File: src/pe_pkg.sv
package pe_pkg;

  // ----------------------------------------
  // word widths
  // ----------------------------------------
  localparam int DATA_WIDTH = 16; // fmap, weight and psum_in words
  localparam int PSUM_WIDTH = 48; // accumulated psum
  localparam int CNT_WIDTH  = 8;  // taps, filters and indexes

  // ----------------------------------------
  // data types
  // ----------------------------------------
  typedef logic signed [DATA_WIDTH-1:0] data_t;
  typedef logic signed [PSUM_WIDTH-1:0] psum_t;
  typedef logic        [CNT_WIDTH-1:0]  cnt_t;

  // ----------------------------------------
  // state machines
  // ----------------------------------------
  // operand fetch
  typedef enum logic [1:0] {
    FETCH_IDLE, // waiting for cfg_load
    FETCH_LOAD, // filling weight and fmap pads
    FETCH_RUN   // walking filters and taps
  } fetch_state_t;

  // psum stage
  typedef enum logic {
    PSUM_COLLECT, // joining mac psums with psum_in
    PSUM_DRAIN    // pad out to the bus
  } psum_state_t;

endpackage

File: src/pe_stream_if.sv
`timescale 1ns/10ps

// fetch to mac, one tap per transfer
interface tap_if;
  import pe_pkg::*;

  logic  valid;
  logic  ready;
  data_t fmap;
  data_t weight;
  cnt_t  filter;       // filter the tap belongs to
  logic  last_tap;     // last tap of this filter
  logic  last_job_tap; // last tap of the last filter

  modport src (output valid, fmap, weight, filter, last_tap, last_job_tap, input ready);
  modport dst (input valid, fmap, weight, filter, last_tap, last_job_tap, output ready);

endinterface

// mac to psum stage, one finished psum per filter
interface psum_if;
  import pe_pkg::*;

  logic  valid;
  logic  ready;
  psum_t psum;
  cnt_t  filter;
  logic  last_filter; // closes the job

  modport src (output valid, psum, filter, last_filter, input ready);
  modport dst (input valid, psum, filter, last_filter, output ready);

endinterface

File: src/pe_mac.sv
`timescale 1ns/10ps

module pe_mac (
  input logic clk,
  input logic rst,
  tap_if.dst  taps,
  psum_if.src psums
);
  import pe_pkg::*;

  logic signed [2*DATA_WIDTH-1:0] prod;
  psum_t acc;       // running sum of the current filter
  psum_t sum;
  logic  first_q;   // next tap starts a new filter
  logic  out_free;  // output register can take a psum
  logic  tap_xfer;
  logic  out_valid;
  psum_t out_psum;
  cnt_t  out_filter;
  logic  out_last;

  assign out_free = !out_valid || psums.ready;
  // only the closing tap of a filter needs the output register
  assign taps.ready = out_free || !taps.last_tap;
  assign tap_xfer   = taps.valid && taps.ready;

  // ----------------------------------------
  // multiply and accumulate
  // ----------------------------------------
  assign prod = taps.fmap * taps.weight;          // signed 16x16
  assign sum  = (first_q ? '0 : acc) + psum_t'(prod); // sign extend to 48

  always_ff @(posedge clk) begin
    if (tap_xfer)
      acc <= sum;
  end

  always_ff @(posedge clk or posedge rst) begin
    if (rst) begin
      first_q   <= 1'b1;
      out_valid <= 1'b0;
    end else begin
      if (tap_xfer)
        first_q <= taps.last_tap;
      if (tap_xfer && taps.last_tap)
        out_valid <= 1'b1;     // psum up one cycle after last tap
      else if (psums.ready)
        out_valid <= 1'b0;
    end
  end

  // payload of the waiting psum
  always_ff @(posedge clk) begin
    if (tap_xfer && taps.last_tap) begin
      out_psum   <= sum;
      out_filter <= taps.filter;
      out_last   <= taps.last_job_tap;
    end
  end

  assign psums.valid       = out_valid;
  assign psums.psum        = out_psum;
  assign psums.filter      = out_filter;
  assign psums.last_filter = out_last;

  // psum held until the psum stage takes it
  a_psum_hold : assert property (@(posedge clk) disable iff (rst)
    psums.valid && !psums.ready |=> psums.valid && $stable(psums.psum));

endmodule

File: src/flat_wrapper.sv
// flat-port wrapper written by rule: the top's interface ports become plain ports
module pe_mac_flat import pe_pkg::*;
  (clk, rst, taps_valid, taps_fmap, taps_weight, taps_filter, taps_last_tap, taps_last_job_tap, taps_ready, psums_valid, psums_psum, psums_filter, psums_last_filter, psums_ready);
  tap_if taps_i ();
  psum_if psums_i ();
  input logic clk;
  input logic rst;
  input wire logic [$bits(taps_i.valid)-1:0] taps_valid;
  input wire logic [$bits(taps_i.fmap)-1:0] taps_fmap;
  input wire logic [$bits(taps_i.weight)-1:0] taps_weight;
  input wire logic [$bits(taps_i.filter)-1:0] taps_filter;
  input wire logic [$bits(taps_i.last_tap)-1:0] taps_last_tap;
  input wire logic [$bits(taps_i.last_job_tap)-1:0] taps_last_job_tap;
  output wire logic [$bits(taps_i.ready)-1:0] taps_ready;
  output wire logic [$bits(psums_i.valid)-1:0] psums_valid;
  output wire logic [$bits(psums_i.psum)-1:0] psums_psum;
  output wire logic [$bits(psums_i.filter)-1:0] psums_filter;
  output wire logic [$bits(psums_i.last_filter)-1:0] psums_last_filter;
  input wire logic [$bits(psums_i.ready)-1:0] psums_ready;
  assign taps_i.valid = taps_valid;
  assign taps_i.fmap = taps_fmap;
  assign taps_i.weight = taps_weight;
  assign taps_i.filter = taps_filter;
  assign taps_i.last_tap = taps_last_tap;
  assign taps_i.last_job_tap = taps_last_job_tap;
  assign taps_ready = taps_i.ready;
  assign psums_valid = psums_i.valid;
  assign psums_psum = psums_i.psum;
  assign psums_filter = psums_i.filter;
  assign psums_last_filter = psums_i.last_filter;
  assign psums_i.ready = psums_ready;
  pe_mac u_core (.clk(clk), .rst(rst), .taps(taps_i), .psums(psums_i));
endmodule
File: config.mk
export PLATFORM = sky130hd
export DESIGN_NAME = pe_mac_flat
export DESIGN_NICKNAME = d
export VERILOG_FILES = /design/src/pe_pkg.sv /design/src/pe_stream_if.sv /design/src/pe_mac.sv /design/src/flat_wrapper.sv
export SDC_FILE = /design/constraint.sdc
export NUM_CORES = 1
export LEC_CHECK = 0
export ABC_CLOCK_PERIOD_IN_PS = 5000
export BUFFER_PORTS_ARGS = -buffer_cell sky130_fd_sc_hd__buf_2
export CORE_MARGIN = 2
export CORE_UTILIZATION = 35
export DETAILED_ROUTE_END_ITERATION = 10
export SKIP_LAST_GASP = 1
export SYNTH_ARGS = -nofsm -noshare
export SYNTH_HDL_FRONTEND = slang
export SYNTH_SLANG_ARGS = --single-unit
File: constraint.sdc
create_clock -name clk -period 5 [get_ports clk]
set_input_delay 0.5 -clock clk [delete_from_list [all_inputs] [get_ports clk]]
set_output_delay 0.5 -clock clk [all_outputs]
set_load 0.02 [all_outputs]
==> out/results.ini <==
[sta]
tightest_slew_ns=0.8528
timing.final.hold_violations=0
final_max_slew_viol_count=0
rsz0062_at_grt=true
setup-tns-final_ns=-191.46
final-setup-viol-count=78
timing.fmax_mhz=121.3
finalCriticalPeriod_ns=8.247
maxSlewHeadroom=0.4306
setup_slack_ns=-3.247
fin_skew_ns=0.009519
period_share=1.649

[floorplanning]
dieArea_mm2=0.04725
die_h_um=217.4
io_pins=105
die_w_um=217.4
core_mm2=0.04519
row_count=78
start_util=0.3526

[route]
wire_per_inst_um=15.65
initialDrtViolationCount=505
wirelength_um=41600
vias=12490
drc_errors=0
drt-pass1-iter-count=5
drt-vias-per-instance=4.696
final_antenna_net_count=0

[clock_tree]
clockRootBuffer=clkbuf_16
cts_buffers=9
tritoncts=built
clock_latency_ns=0.36
clock-sinks=107
clock_path_buffers=2
clk_pin_slew_ns=0.07
htreeDepth=3

[yosys]
synth_nets=2056
avgSynthCellArea_um2=9.830
netlist_area_mm2=0.01593
synth_ff_type=edfxtp_1
syn_inst=1621
ys_types=61
ys_warn_count=0
synthArstFlopShare=0.01869
ys_seq_elements=107
ys_seq_area_frac=0.2011
synth-edff-count=105

[worst_setup_path]
crit_path_start_kind=primary input
r2r_end=u_core.acc[46]
rr_worst_depth=16
cpMostUsedCell=fa_1
slowest_delay_ns=0.57
cp.required_ns=5.10
end_kind=flop
path_max_fanout=7
worstPathArrival_ns=8.35
critical-path-slowest-cell=fa_1
r2r_start=u_core.first_q
r2r_slack_ns=0.69
crit_type=in -> reg

[final_layout]
layout_commonest_cell=buf_4
area_growth_pct=35.63
antenna_cells=0
mostFrequentLayoutCells=322 x buf_4, 287 x inv_1, 255 x fa_1, 159 x nand2_1, 111 x and2_1
layout-drive-gt1-share=0.3351
fin_nets=2490

[outcome]
violations=setup timing
status=finished, violations left

[place]
port-buffer-count=104
dp_hpwl_um=34260
gp_congestion=0.8860

[global_route]
grt_overflow=0
grt_pass1_wl_um=70120
antenna_found_initial=0
grt_max_degree=51
grt_use_total=0.1843
grt_pass1_vias=13740

[worst_hold_path]
whs_path_depth=1
hold_class=in -> reg
hp-start=taps_filter[2]
hold_end=u_core.psums.filter[2]

[flow_run]
maxCapViolCount=0

Yosys cell counts (20+ instances only):
library cell,n,area [um^2]
nand2_1,171,641.9
inv_1,301,1130
a21oi_1,65,325.3
clkbuf_1,46,172.7
ha_1,126,1577
nor2_1,53,198.9
edfxtp_1,105,3153
o21ai_0,40,200.2
nor2b_1,54,337.8
a21o_1,28,210.2
fa_1,263,5265
and2_1,128,800.8
xnor2_1,60,525.5
xor2_1,20,175.2
layout make-up:
type                            instances  area (um^2)
Sequential cell                       107         3204
Inverter                              302         1137
Fill cell                            4186        23570
Clock buffer                           10        229.0
Timing Repair Buffer                  469         3570
Clock inverter                          5        21.27
Tap cell                              600        750.7
Multi-Input combinational cell       1166        12700
worst max-delay path, delay by kind of cell:
| kind | cells | cell delay, ns |
|---|---|---|
| fa+ha+maj | 8 | 3.25 |
| compound gates | 16 | 3.01 |
| simple gates | 4 | 0.63 |
| buf+inv | 7 | 0.55 |
| xor+xnor | 2 | 0.42 |
registers in the layout, indices dropped and copies added, names as in the netlist:
signal / count
u_core.first_q: 1
u_core.psums.filter: 8
u_core.psums.last_filter: 1
u_core.psums.valid: 1
u_core.acc: 48
u_core.psums.psum: 48
kinds of logic (layout without fill, tap and decap cells):
| kind of cell | count (synthesis) | after routing | synth area share |
|---|---|---|---|
| adders and majority gates | 389 | 389 | 0.4294 |
| xor gates and xnor gates | 82 | 82 | 0.04711 |
| buffers and inverters | 348 | 786 | 0.08198 |
| AOI/OAI and AO/OA | 223 | 223 | 0.09164 |
| and+or+nand+nor | 472 | 472 | 0.1488 |
| DFF | 107 | 107 | 0.2011 |
worst max-delay path by stage:
stage	from	end	slack, ns	depth (start not counted)
after floorplan	taps_weight[4]	u_core.acc[43]	-3.16	36
after global placement	taps_fmap[5]	u_core.acc[43]	-3.69	36
after detailed placement	taps_weight[4]	u_core.psums.psum[47]	-3.86	37
after CTS	taps_fmap[3]	u_core.acc[43]	-3.20	35
after global routing	taps_fmap[5]	u_core.acc[46]	-3.60	39
final	taps_fmap[5]	u_core.acc[43]	-3.25	37
metal layers:
| layer | GRT usage | part of all wire | vias to the layer above | wire length (um) |
|---|---|---|---|---|
| met1 | 0.2449 | 0.45 | 6222 | 18620 |
| li1 | - | - | 6004 | - |
| met5 | 0 | 0 | - | 0 |
| met2 | 0.3232 | 0.50 | 209 | 20980 |
| met4 | 0.04269 | 0.018 | 0 | 760 |
| met3 | 0.01915 | 0.030 | 52 | 1236 |
per-stage QoR:
stage          cell area [um^2]  setup slack (ns)    util  hold WS, ns  cells
3_3_place_gp              19800            -3.694  0.4381       0.3545   2587
6_report                  21610            -3.247  0.4783       0.3063   2659
4_1_cts                   20980            -3.198  0.4642       0.2883   2631
3_5_place_dp              19800            -3.862  0.4381       0.3590   2587
5_1_grt                   21610            -3.596  0.4783       0.2861   2659
2_1_floorplan             16560            -3.162       -       0.2405   1621
timing repair:
action,CTS,global route
resized for setup,157,89
pin swaps,103,70
gates cloned,0,0
setup buffers,38,33
endpoints found under the hold margin,1,0
setup endpoints to repair,80,82
hold buffers,1,0
Power is not shown: default switching activity piles up to over one toggle a cycle in this logic, so the estimate is an artifact.
