## config.mk

```make
export PLATFORM = sky130hd
export DESIGN_NAME = pe_operand_fetch_flat
export DESIGN_NICKNAME = d
export VERILOG_FILES = /design/src/pe_pkg.sv /design/src/pe_stream_if.sv /design/src/pe_operand_fetch.sv /design/src/flat_wrapper.sv
export SDC_FILE = /design/constraint.sdc
export NUM_CORES = 2
export LEC_CHECK = 0
export BUFFER_PORTS_ARGS = -buffer_cell sky130_fd_sc_hd__buf_2
export CAP_MARGIN = 10
export CORE_MARGIN = 5
export CORE_UTILIZATION = 60
export DETAILED_ROUTE_END_ITERATION = 12
export HOLD_SLACK_MARGIN = 0.03
export PLACE_DENSITY = 0.78
export REMOVE_ABC_BUFFERS = 1
export SYNTH_ARGS = -nofsm -noshare
export SYNTH_HDL_FRONTEND = slang
export SYNTH_SLANG_ARGS = --single-unit
export TNS_END_PERCENT = 20
```

## constraint.sdc

```tcl
create_clock -name clk -period 8.5 [get_ports clk]
set_input_delay 1.7 -clock clk [delete_from_list [all_inputs] [get_ports clk]]
set_output_delay 1.7 -clock clk [all_outputs]
set_load 0.005 [all_outputs]
```

## src/pe_pkg.sv

```systemverilog
package pe_pkg;

  // ----------------------------------------
  // word widths
  // ----------------------------------------
  localparam int DATA_WIDTH = 16; // fmap, weight and psum_in words
  localparam int PSUM_WIDTH = 48; // accumulated psum
  localparam int CNT_WIDTH  = 8;  // taps, filters and indexes

  // ----------------------------------------
  // data types
  // ----------------------------------------
  typedef logic signed [DATA_WIDTH-1:0] data_t;
  typedef logic signed [PSUM_WIDTH-1:0] psum_t;
  typedef logic        [CNT_WIDTH-1:0]  cnt_t;

  // ----------------------------------------
  // state machines
  // ----------------------------------------
  // operand fetch
  typedef enum logic [1:0] {
    FETCH_IDLE, // waiting for cfg_load
    FETCH_LOAD, // filling weight and fmap pads
    FETCH_RUN   // walking filters and taps
  } fetch_state_t;

  // psum stage
  typedef enum logic {
    PSUM_COLLECT, // joining mac psums with psum_in
    PSUM_DRAIN    // pad out to the bus
  } psum_state_t;

endpackage

```

## src/pe_stream_if.sv

```systemverilog
`timescale 1ns/10ps

// fetch to mac, one tap per transfer
interface tap_if;
  import pe_pkg::*;

  logic  valid;
  logic  ready;
  data_t fmap;
  data_t weight;
  cnt_t  filter;       // filter the tap belongs to
  logic  last_tap;     // last tap of this filter
  logic  last_job_tap; // last tap of the last filter

  modport src (output valid, fmap, weight, filter, last_tap, last_job_tap, input ready);
  modport dst (input valid, fmap, weight, filter, last_tap, last_job_tap, output ready);

endinterface


```

## src/pe_operand_fetch.sv

```systemverilog
`timescale 1ns/10ps

module pe_operand_fetch #(
  parameter int IF_PAD_SIZE = 36,
  parameter int W_PAD_SIZE  = 200
) (
  input  logic          clk,
  input  logic          rst,
  input  logic          cfg_load,
  input  pe_pkg::cnt_t  cfg_taps,
  input  pe_pkg::cnt_t  cfg_filters,
  input  logic          weight_valid,
  input  pe_pkg::data_t weight_data,
  output logic          weight_ready,
  input  logic          fmap_valid,
  input  pe_pkg::data_t fmap_data,
  output logic          fmap_ready,
  input  logic          drain_done,
  tap_if.src            taps
);
  import pe_pkg::*;

  localparam int WA = $clog2(W_PAD_SIZE);
  localparam int FA = $clog2(IF_PAD_SIZE);
  localparam int JW = 2 * CNT_WIDTH; // wide enough for taps*filters

  fetch_state_t    state;
  cnt_t            taps_q;    // 1-D conv length
  cnt_t            filters_q; // filter count
  logic [JW-1:0]   job_len;   // weights per job
  logic [JW-1:0]   w_cnt;     // weight pad write pointer
  cnt_t            f_cnt;     // fmap pad write pointer
  logic [JW-1:0]   w_addr;    // filter*taps + tap, stepped by one
  cnt_t            tap_idx;
  cnt_t            filt_idx;
  logic            walk_done; // every tap of the job handed over
  logic            last_tap;
  logic            tap_xfer;
  data_t           w_pad [W_PAD_SIZE];
  data_t           f_pad [IF_PAD_SIZE];

  assign job_len      = taps_q * filters_q;
  assign weight_ready = (state == FETCH_LOAD) && (w_cnt != job_len);
  assign fmap_ready   = (state == FETCH_LOAD) && (f_cnt != taps_q);

  // ----------------------------------------
  // pad writes
  // ----------------------------------------
  always_ff @(posedge clk) begin
    if (weight_valid && weight_ready)
      w_pad[w_cnt[WA-1:0]] <= weight_data;
    if (fmap_valid && fmap_ready)
      f_pad[f_cnt[FA-1:0]] <= fmap_data;
  end

  // ----------------------------------------
  // tap offer
  // ----------------------------------------
  assign last_tap           = (tap_idx == taps_q - cnt_t'(1));
  assign tap_xfer           = taps.valid && taps.ready;
  assign taps.valid         = (state == FETCH_RUN) && !walk_done;
  assign taps.fmap          = f_pad[tap_idx[FA-1:0]]; // same column for every filter
  assign taps.weight        = w_pad[w_addr[WA-1:0]];
  assign taps.filter        = filt_idx;
  assign taps.last_tap      = last_tap;
  assign taps.last_job_tap  = last_tap && (filt_idx == filters_q - cnt_t'(1));

  always_ff @(posedge clk or posedge rst) begin
    if (rst) begin
      state     <= FETCH_IDLE;
      taps_q    <= '0;
      filters_q <= '0;
      w_cnt     <= '0;
      f_cnt     <= '0;
      w_addr    <= '0;
      tap_idx   <= '0;
      filt_idx  <= '0;
      walk_done <= 1'b0;
    end else begin
      case (state)
        FETCH_IDLE: begin
          if (cfg_load) begin
            taps_q    <= cfg_taps;
            filters_q <= cfg_filters;
            state     <= FETCH_LOAD;
          end
        end
        FETCH_LOAD: begin
          if (weight_valid && weight_ready)
            w_cnt <= w_cnt + 1'b1;
          if (fmap_valid && fmap_ready)
            f_cnt <= f_cnt + 1'b1;
          if (!weight_ready && !fmap_ready)
            state <= FETCH_RUN; // both pads full, start on our own
        end
        FETCH_RUN: begin
          if (tap_xfer) begin
            w_addr <= w_addr + 1'b1;
            if (last_tap) begin
              tap_idx  <= '0;
              filt_idx <= filt_idx + 1'b1;
              if (taps.last_job_tap)
                walk_done <= 1'b1;
            end else begin
              tap_idx <= tap_idx + 1'b1;
            end
          end
          if (drain_done) begin // job fully out, ready for next
            state     <= FETCH_IDLE;
            w_cnt     <= '0;
            f_cnt     <= '0;
            w_addr    <= '0;
            tap_idx   <= '0;
            filt_idx  <= '0;
            walk_done <= 1'b0;
          end
        end
        default: state <= FETCH_IDLE;
      endcase
    end
  end

  // config only between jobs
  a_cfg_idle : assert property (@(posedge clk) disable iff (rst)
    cfg_load |-> state == FETCH_IDLE);

  // job must fit the weight pad
  a_w_fits : assert property (@(posedge clk) disable iff (rst)
    state != FETCH_IDLE |-> job_len <= W_PAD_SIZE);

endmodule

```

## src/flat_wrapper.sv

```systemverilog
// flat-port wrapper written by rule: the top's interface ports become plain ports
module pe_operand_fetch_flat import pe_pkg::*;
#(
  parameter int IF_PAD_SIZE = 36,
  parameter int W_PAD_SIZE  = 200
)
  (clk, rst, cfg_load, cfg_taps, cfg_filters, weight_valid, weight_data, weight_ready, fmap_valid, fmap_data, fmap_ready, drain_done, taps_valid, taps_fmap, taps_weight, taps_filter, taps_last_tap, taps_last_job_tap, taps_ready);
  tap_if taps_i ();
  input  logic clk;
  input  logic rst;
  input  logic cfg_load;
  input  pe_pkg::cnt_t cfg_taps;
  input  pe_pkg::cnt_t cfg_filters;
  input  logic weight_valid;
  input  pe_pkg::data_t weight_data;
  output logic weight_ready;
  input  logic fmap_valid;
  input  pe_pkg::data_t fmap_data;
  output logic fmap_ready;
  input  logic drain_done;
  output wire logic [$bits(taps_i.valid)-1:0] taps_valid;
  output wire logic [$bits(taps_i.fmap)-1:0] taps_fmap;
  output wire logic [$bits(taps_i.weight)-1:0] taps_weight;
  output wire logic [$bits(taps_i.filter)-1:0] taps_filter;
  output wire logic [$bits(taps_i.last_tap)-1:0] taps_last_tap;
  output wire logic [$bits(taps_i.last_job_tap)-1:0] taps_last_job_tap;
  input wire logic [$bits(taps_i.ready)-1:0] taps_ready;
  assign taps_valid = taps_i.valid;
  assign taps_fmap = taps_i.fmap;
  assign taps_weight = taps_i.weight;
  assign taps_filter = taps_i.filter;
  assign taps_last_tap = taps_i.last_tap;
  assign taps_last_job_tap = taps_i.last_job_tap;
  assign taps_i.ready = taps_ready;
  pe_operand_fetch #(.IF_PAD_SIZE(IF_PAD_SIZE), .W_PAD_SIZE(W_PAD_SIZE)) u_core (.clk(clk), .rst(rst), .cfg_load(cfg_load), .cfg_taps(cfg_taps), .cfg_filters(cfg_filters), .weight_valid(weight_valid), .weight_data(weight_data), .weight_ready(weight_ready), .fmap_valid(fmap_valid), .fmap_data(fmap_data), .fmap_ready(fmap_ready), .drain_done(drain_done), .taps(taps_i));
endmodule
```

==> flow_summary_export.csv <==
group,metric,value,unit
clocking,cts_tree,"done",
timing,rsz0062_at_grt,"no",
worst_setup_path,reg2regPathDepth,18,
clocking,holdBufCountCts,0,
clocking,clock_latency,1.04,ns
timing,finalHoldWorstSlack,0.519,ns
die,dieHeight,512,um
place,portBuffers,99,
synthesis,synth.avg_cell_area,22.1,um2
hold_path,whs_path_depth,2,
timing,fmax,122,MHz
clocking,clock_sinks,3843,
synthesis,synth-seq-cells,3843,
layout,final_common_cell,"edfxtp_1",
detailed_routing,drt_first_pass_iters,8,
worst_setup_path,startpoint_type,"flop",
die,core_region_area,251000,um2
synthesis,synth_cell_type_count,80,
hold_path,min_to,"u_core.walk_done$_DFFE_PP0P_",
layout,drive_above_1_share,28.6,%
clocking,clk_pin_slew_worst_paths,0.06,ns
grt,grt_overflow,0,
grt,antenna_found_initial,29,
timing,timing.final.crit_share,96.7,%
grt,grt_use_total,31.5,%
die,dieWidth,512,um
die,start_util,60.2,%
layout,synthToLayoutAreaGrowth,11.8,%
grt,grt_pass1_wl,586000,um
worst_setup_path,critPathKind,"flop to primary output",
timing,finalCriticalPeriod,8.22,ns
worst_setup_path,critPathMaxFanout,13,
power_and_ir_drop,power.density,244,nW/um2
grt,grt_util_met3,9.65,%
synthesis,ys_seq_area_share,76.1,%
grt,grt.busiest_layer,"met2",
layout,final_cell_mix,"3776 x edfxtp_1, 1044 x mux4_2, 383 x clkbuf_16",
die,io-pin-count,100,
synthesis,synth_edf_count,3776,
run,drv_cap,0,
worst_setup_path,r2r_start,"u_core.taps_q[5]$_DFFE_PP0P_",
power_and_ir_drop,power,41.2,mW
layout,n_fill_cell,14400,
clocking,clock_path_buffers,4,
hold_path,worstHoldStart,"u_core.walk_done$_DFFE_PP0P_",
place,gp_congestion,0.892,
layout,final_cell_area,169000,um2
timing,worst_slew_pin_slew,1.43,ns
grt,grt_max_degree,149,
place,dpl.hpwl,224000,um
detailed_routing,wl_per_cell,37.9,um
timing,slew-limit-headroom,4.22,%
grt,grt_pass1_vias,77500,
detailed_routing,ant_nets,0,
run_status,status,"finished clean",
power_and_ir_drop,irDropWorstVdd,0.256,mV
die,rows,184,
synthesis,yosys_warnings,0,
clocking,cts_root_buffer,"clkbuf_16",
hold_path,hold_class,"flop to flop",
grt,gr-usage-met2,48.5,%
place,postPlaceCellArea,157000,um2
worst_setup_path,crit_arrival,6.52,ns
timing,skew,0.109,ns
worst_setup_path,r2r_setup_slack,0.90,ns
layout,nets,7347,
detailed_routing,wirelength,411000,um
timing,slew_violations,0,
synthesis,synth_flop_cell,"edfxtp_1",
clocking,cts-htree-levels,5,
detailed_routing,viasPerCell,7.17,
power_and_ir_drop,leakage,52.8,nW
worst_setup_path,worstReg2RegEnd,"u_core.w_pad[120][10]$_DFFE_PP_",
synthesis,synth-async-reset-ratio,1.74,%
detailed_routing,route.detailed.drc,0,
worst_setup_path,crit_required,6.80,ns
die,die_area,262000,um2
timing,finalSetupViolations,0,
timing,timing_hold_violations_final,0,
grt,use_met1,42.7,%
clocking,cts_buffers,379,
synthesis,syn_inst,6855,
detailed_routing,vias,77800,
detailed_routing,first_iter_violations,13700,
synthesis,netlist_area,151000,um2
worst_setup_path,crit_path_end_kind,"primary output",
## per-layer routing
layer / vias up / part of all wire [%] / wire (um)
li1: 29500 / - / -
met2: 6870 / 48 / 196000
met3: 1117 / 14 / 57000
met5: - / 0.099 / 409
met1: 40400 / 34 / 138000
met4: 30 / 5.0 / 20500
## sequential cells by signal (all words and copies together) (netlist names)
signal	cells
u_core.taps_q	8
u_core.state	2
u_core.w_addr	8
u_core.f_cnt	8
u_core.walk_done	1
u_core.f_pad	576
u_core.w_pad	3200
u_core.filters_q	8
u_core.tap_idx	8
u_core.w_cnt	16
u_core.taps.filter	8
## report_power, final
part           switching, mW  internal, mW  leakage (nW)
combinational           2.04          1.02          12.0
clock                   7.11          9.77          5.97
sequential             0.177          21.1          34.8
total                   9.32          31.9          52.8
## cells by family after synthesis
kind of cell               after synthesis  share of synthesized area [%]
DFF                                   3843                           76.1
muxes                                 1263                           17.0
and+or+nand+nor                        703                           2.34
buffers and inverters                  464                           1.36
AOI/OAI and AO/OA                      422                           1.89
adders and majority gates               82                          0.857
xor gates and xnor gates                78                          0.452
## area by class of cell
class	instances	area, um2	area share (%)
Tap cell	3348	4190	2.48
Clock buffer	452	9860	5.84
Sequential cell	3843	115000	68.1
Inverter	68	265	0.157
Multi-Input combinational cell	2548	34300	20.3
Antenna cell	10	25.0	0.0148
Clock inverter	213	2390	1.42
Timing Repair Buffer	370	2910	1.72
## cells in the mapped netlist (10+ instances only)
| cell | count | area (um2) |
|---|---|---|
| clkbuf_1 | 215 | 807 |
| nand2_1 | 160 | 601 |
| o21ai_0 | 91 | 455 |
| buf_2 | 76 | 380 |
| buf_1 | 70 | 263 |
| mux2_2 | 21 | 236 |
| a22oi_1 | 19 | 143 |
| nor2_2 | 80 | 500 |
| and2_1 | 47 | 294 |
| nand3b_1 | 10 | 75.1 |
| a21oi_1 | 70 | 350 |
| mux4_2 | 1044 | 23500 |
| buf_4 | 22 | 165 |
| mux2i_1 | 198 | 1980 |
| xor2_1 | 41 | 359 |
| nor2b_1 | 16 | 100 |
| nor2_1 | 232 | 871 |
| nand4_4 | 10 | 213 |
| o22ai_1 | 63 | 394 |
| inv_1 | 65 | 244 |
| nand3_1 | 44 | 220 |
| o221ai_1 | 65 | 569 |
| edfxtp_1 | 3776 | 113000 |
| a211oi_1 | 48 | 360 |
| nor3_1 | 24 | 120 |
| nand2b_1 | 12 | 75.1 |
| fa_1 | 36 | 721 |
| nand4_1 | 13 | 81.3 |
| xnor2_1 | 37 | 324 |
| dfrtp_1 | 67 | 1680 |
| and3_1 | 12 | 75.1 |
| ha_1 | 46 | 576 |
## worst max-delay path by stage
| stage | start | endpoint | slack, ns | depth (start not counted) |
|---|---|---|---|---|
| after floorplan | u_core.w_addr[0]$_DFFE_PP0P_ | taps_weight[15] | -27.30 | 7 |
| after global placement | u_core.filters_q[2]$_DFFE_PP0P_ | weight_ready | 1.12 | 16 |
| after detailed placement | u_core.filters_q[2]$_DFFE_PP0P_ | u_core.w_pad[123][5]$_DFFE_PP_ | 0.93 | 17 |
| after CTS | u_core.filters_q[2]$_DFFE_PP0P_ | weight_ready | 0.04 | 16 |
| after global routing | u_core.taps_q[5]$_DFFE_PP0P_ | weight_ready | 0.03 | 17 |
| final | u_core.taps_q[5]$_DFFE_PP0P_ | weight_ready | 0.28 | 17 |
## critical path: stages (launching register included)
cell and delay [ns]:
dfrtp_1 0.36, buf_4 0.19, and2_1 0.17, fa_1 0.51, inv_1 0.06, fa_1 0.58
fa_1 0.43, fa_1 0.50, inv_1 0.05, ha_2 0.31, and3_2 0.22, a221oi_4 0.42
o221ai_2 0.15, nor3b_1 0.15, or4_1 0.44, or4_2 0.65, and2_1 0.22, buf_2 0.13
## per-stage QoR
stage	std cells	utilization, %	TNS (ns)	setup WS (ns)
floorplan	6459	-	-632.92	-27.30
finish	10900	67.3	0	0.283
global route	10800	67.3	0	0.0270
CTS	10800	67.2	0	0.0416
global placement	10200	62.4	0	1.12
detailed placement	10200	62.4	0	0.926
## what timing repair did
action	CTS	global route
setup endpoints to repair	0	1
setup buffers	0	6
gates resized for setup	0	9
No activity file was read; power rests on OpenSTA's default activity.
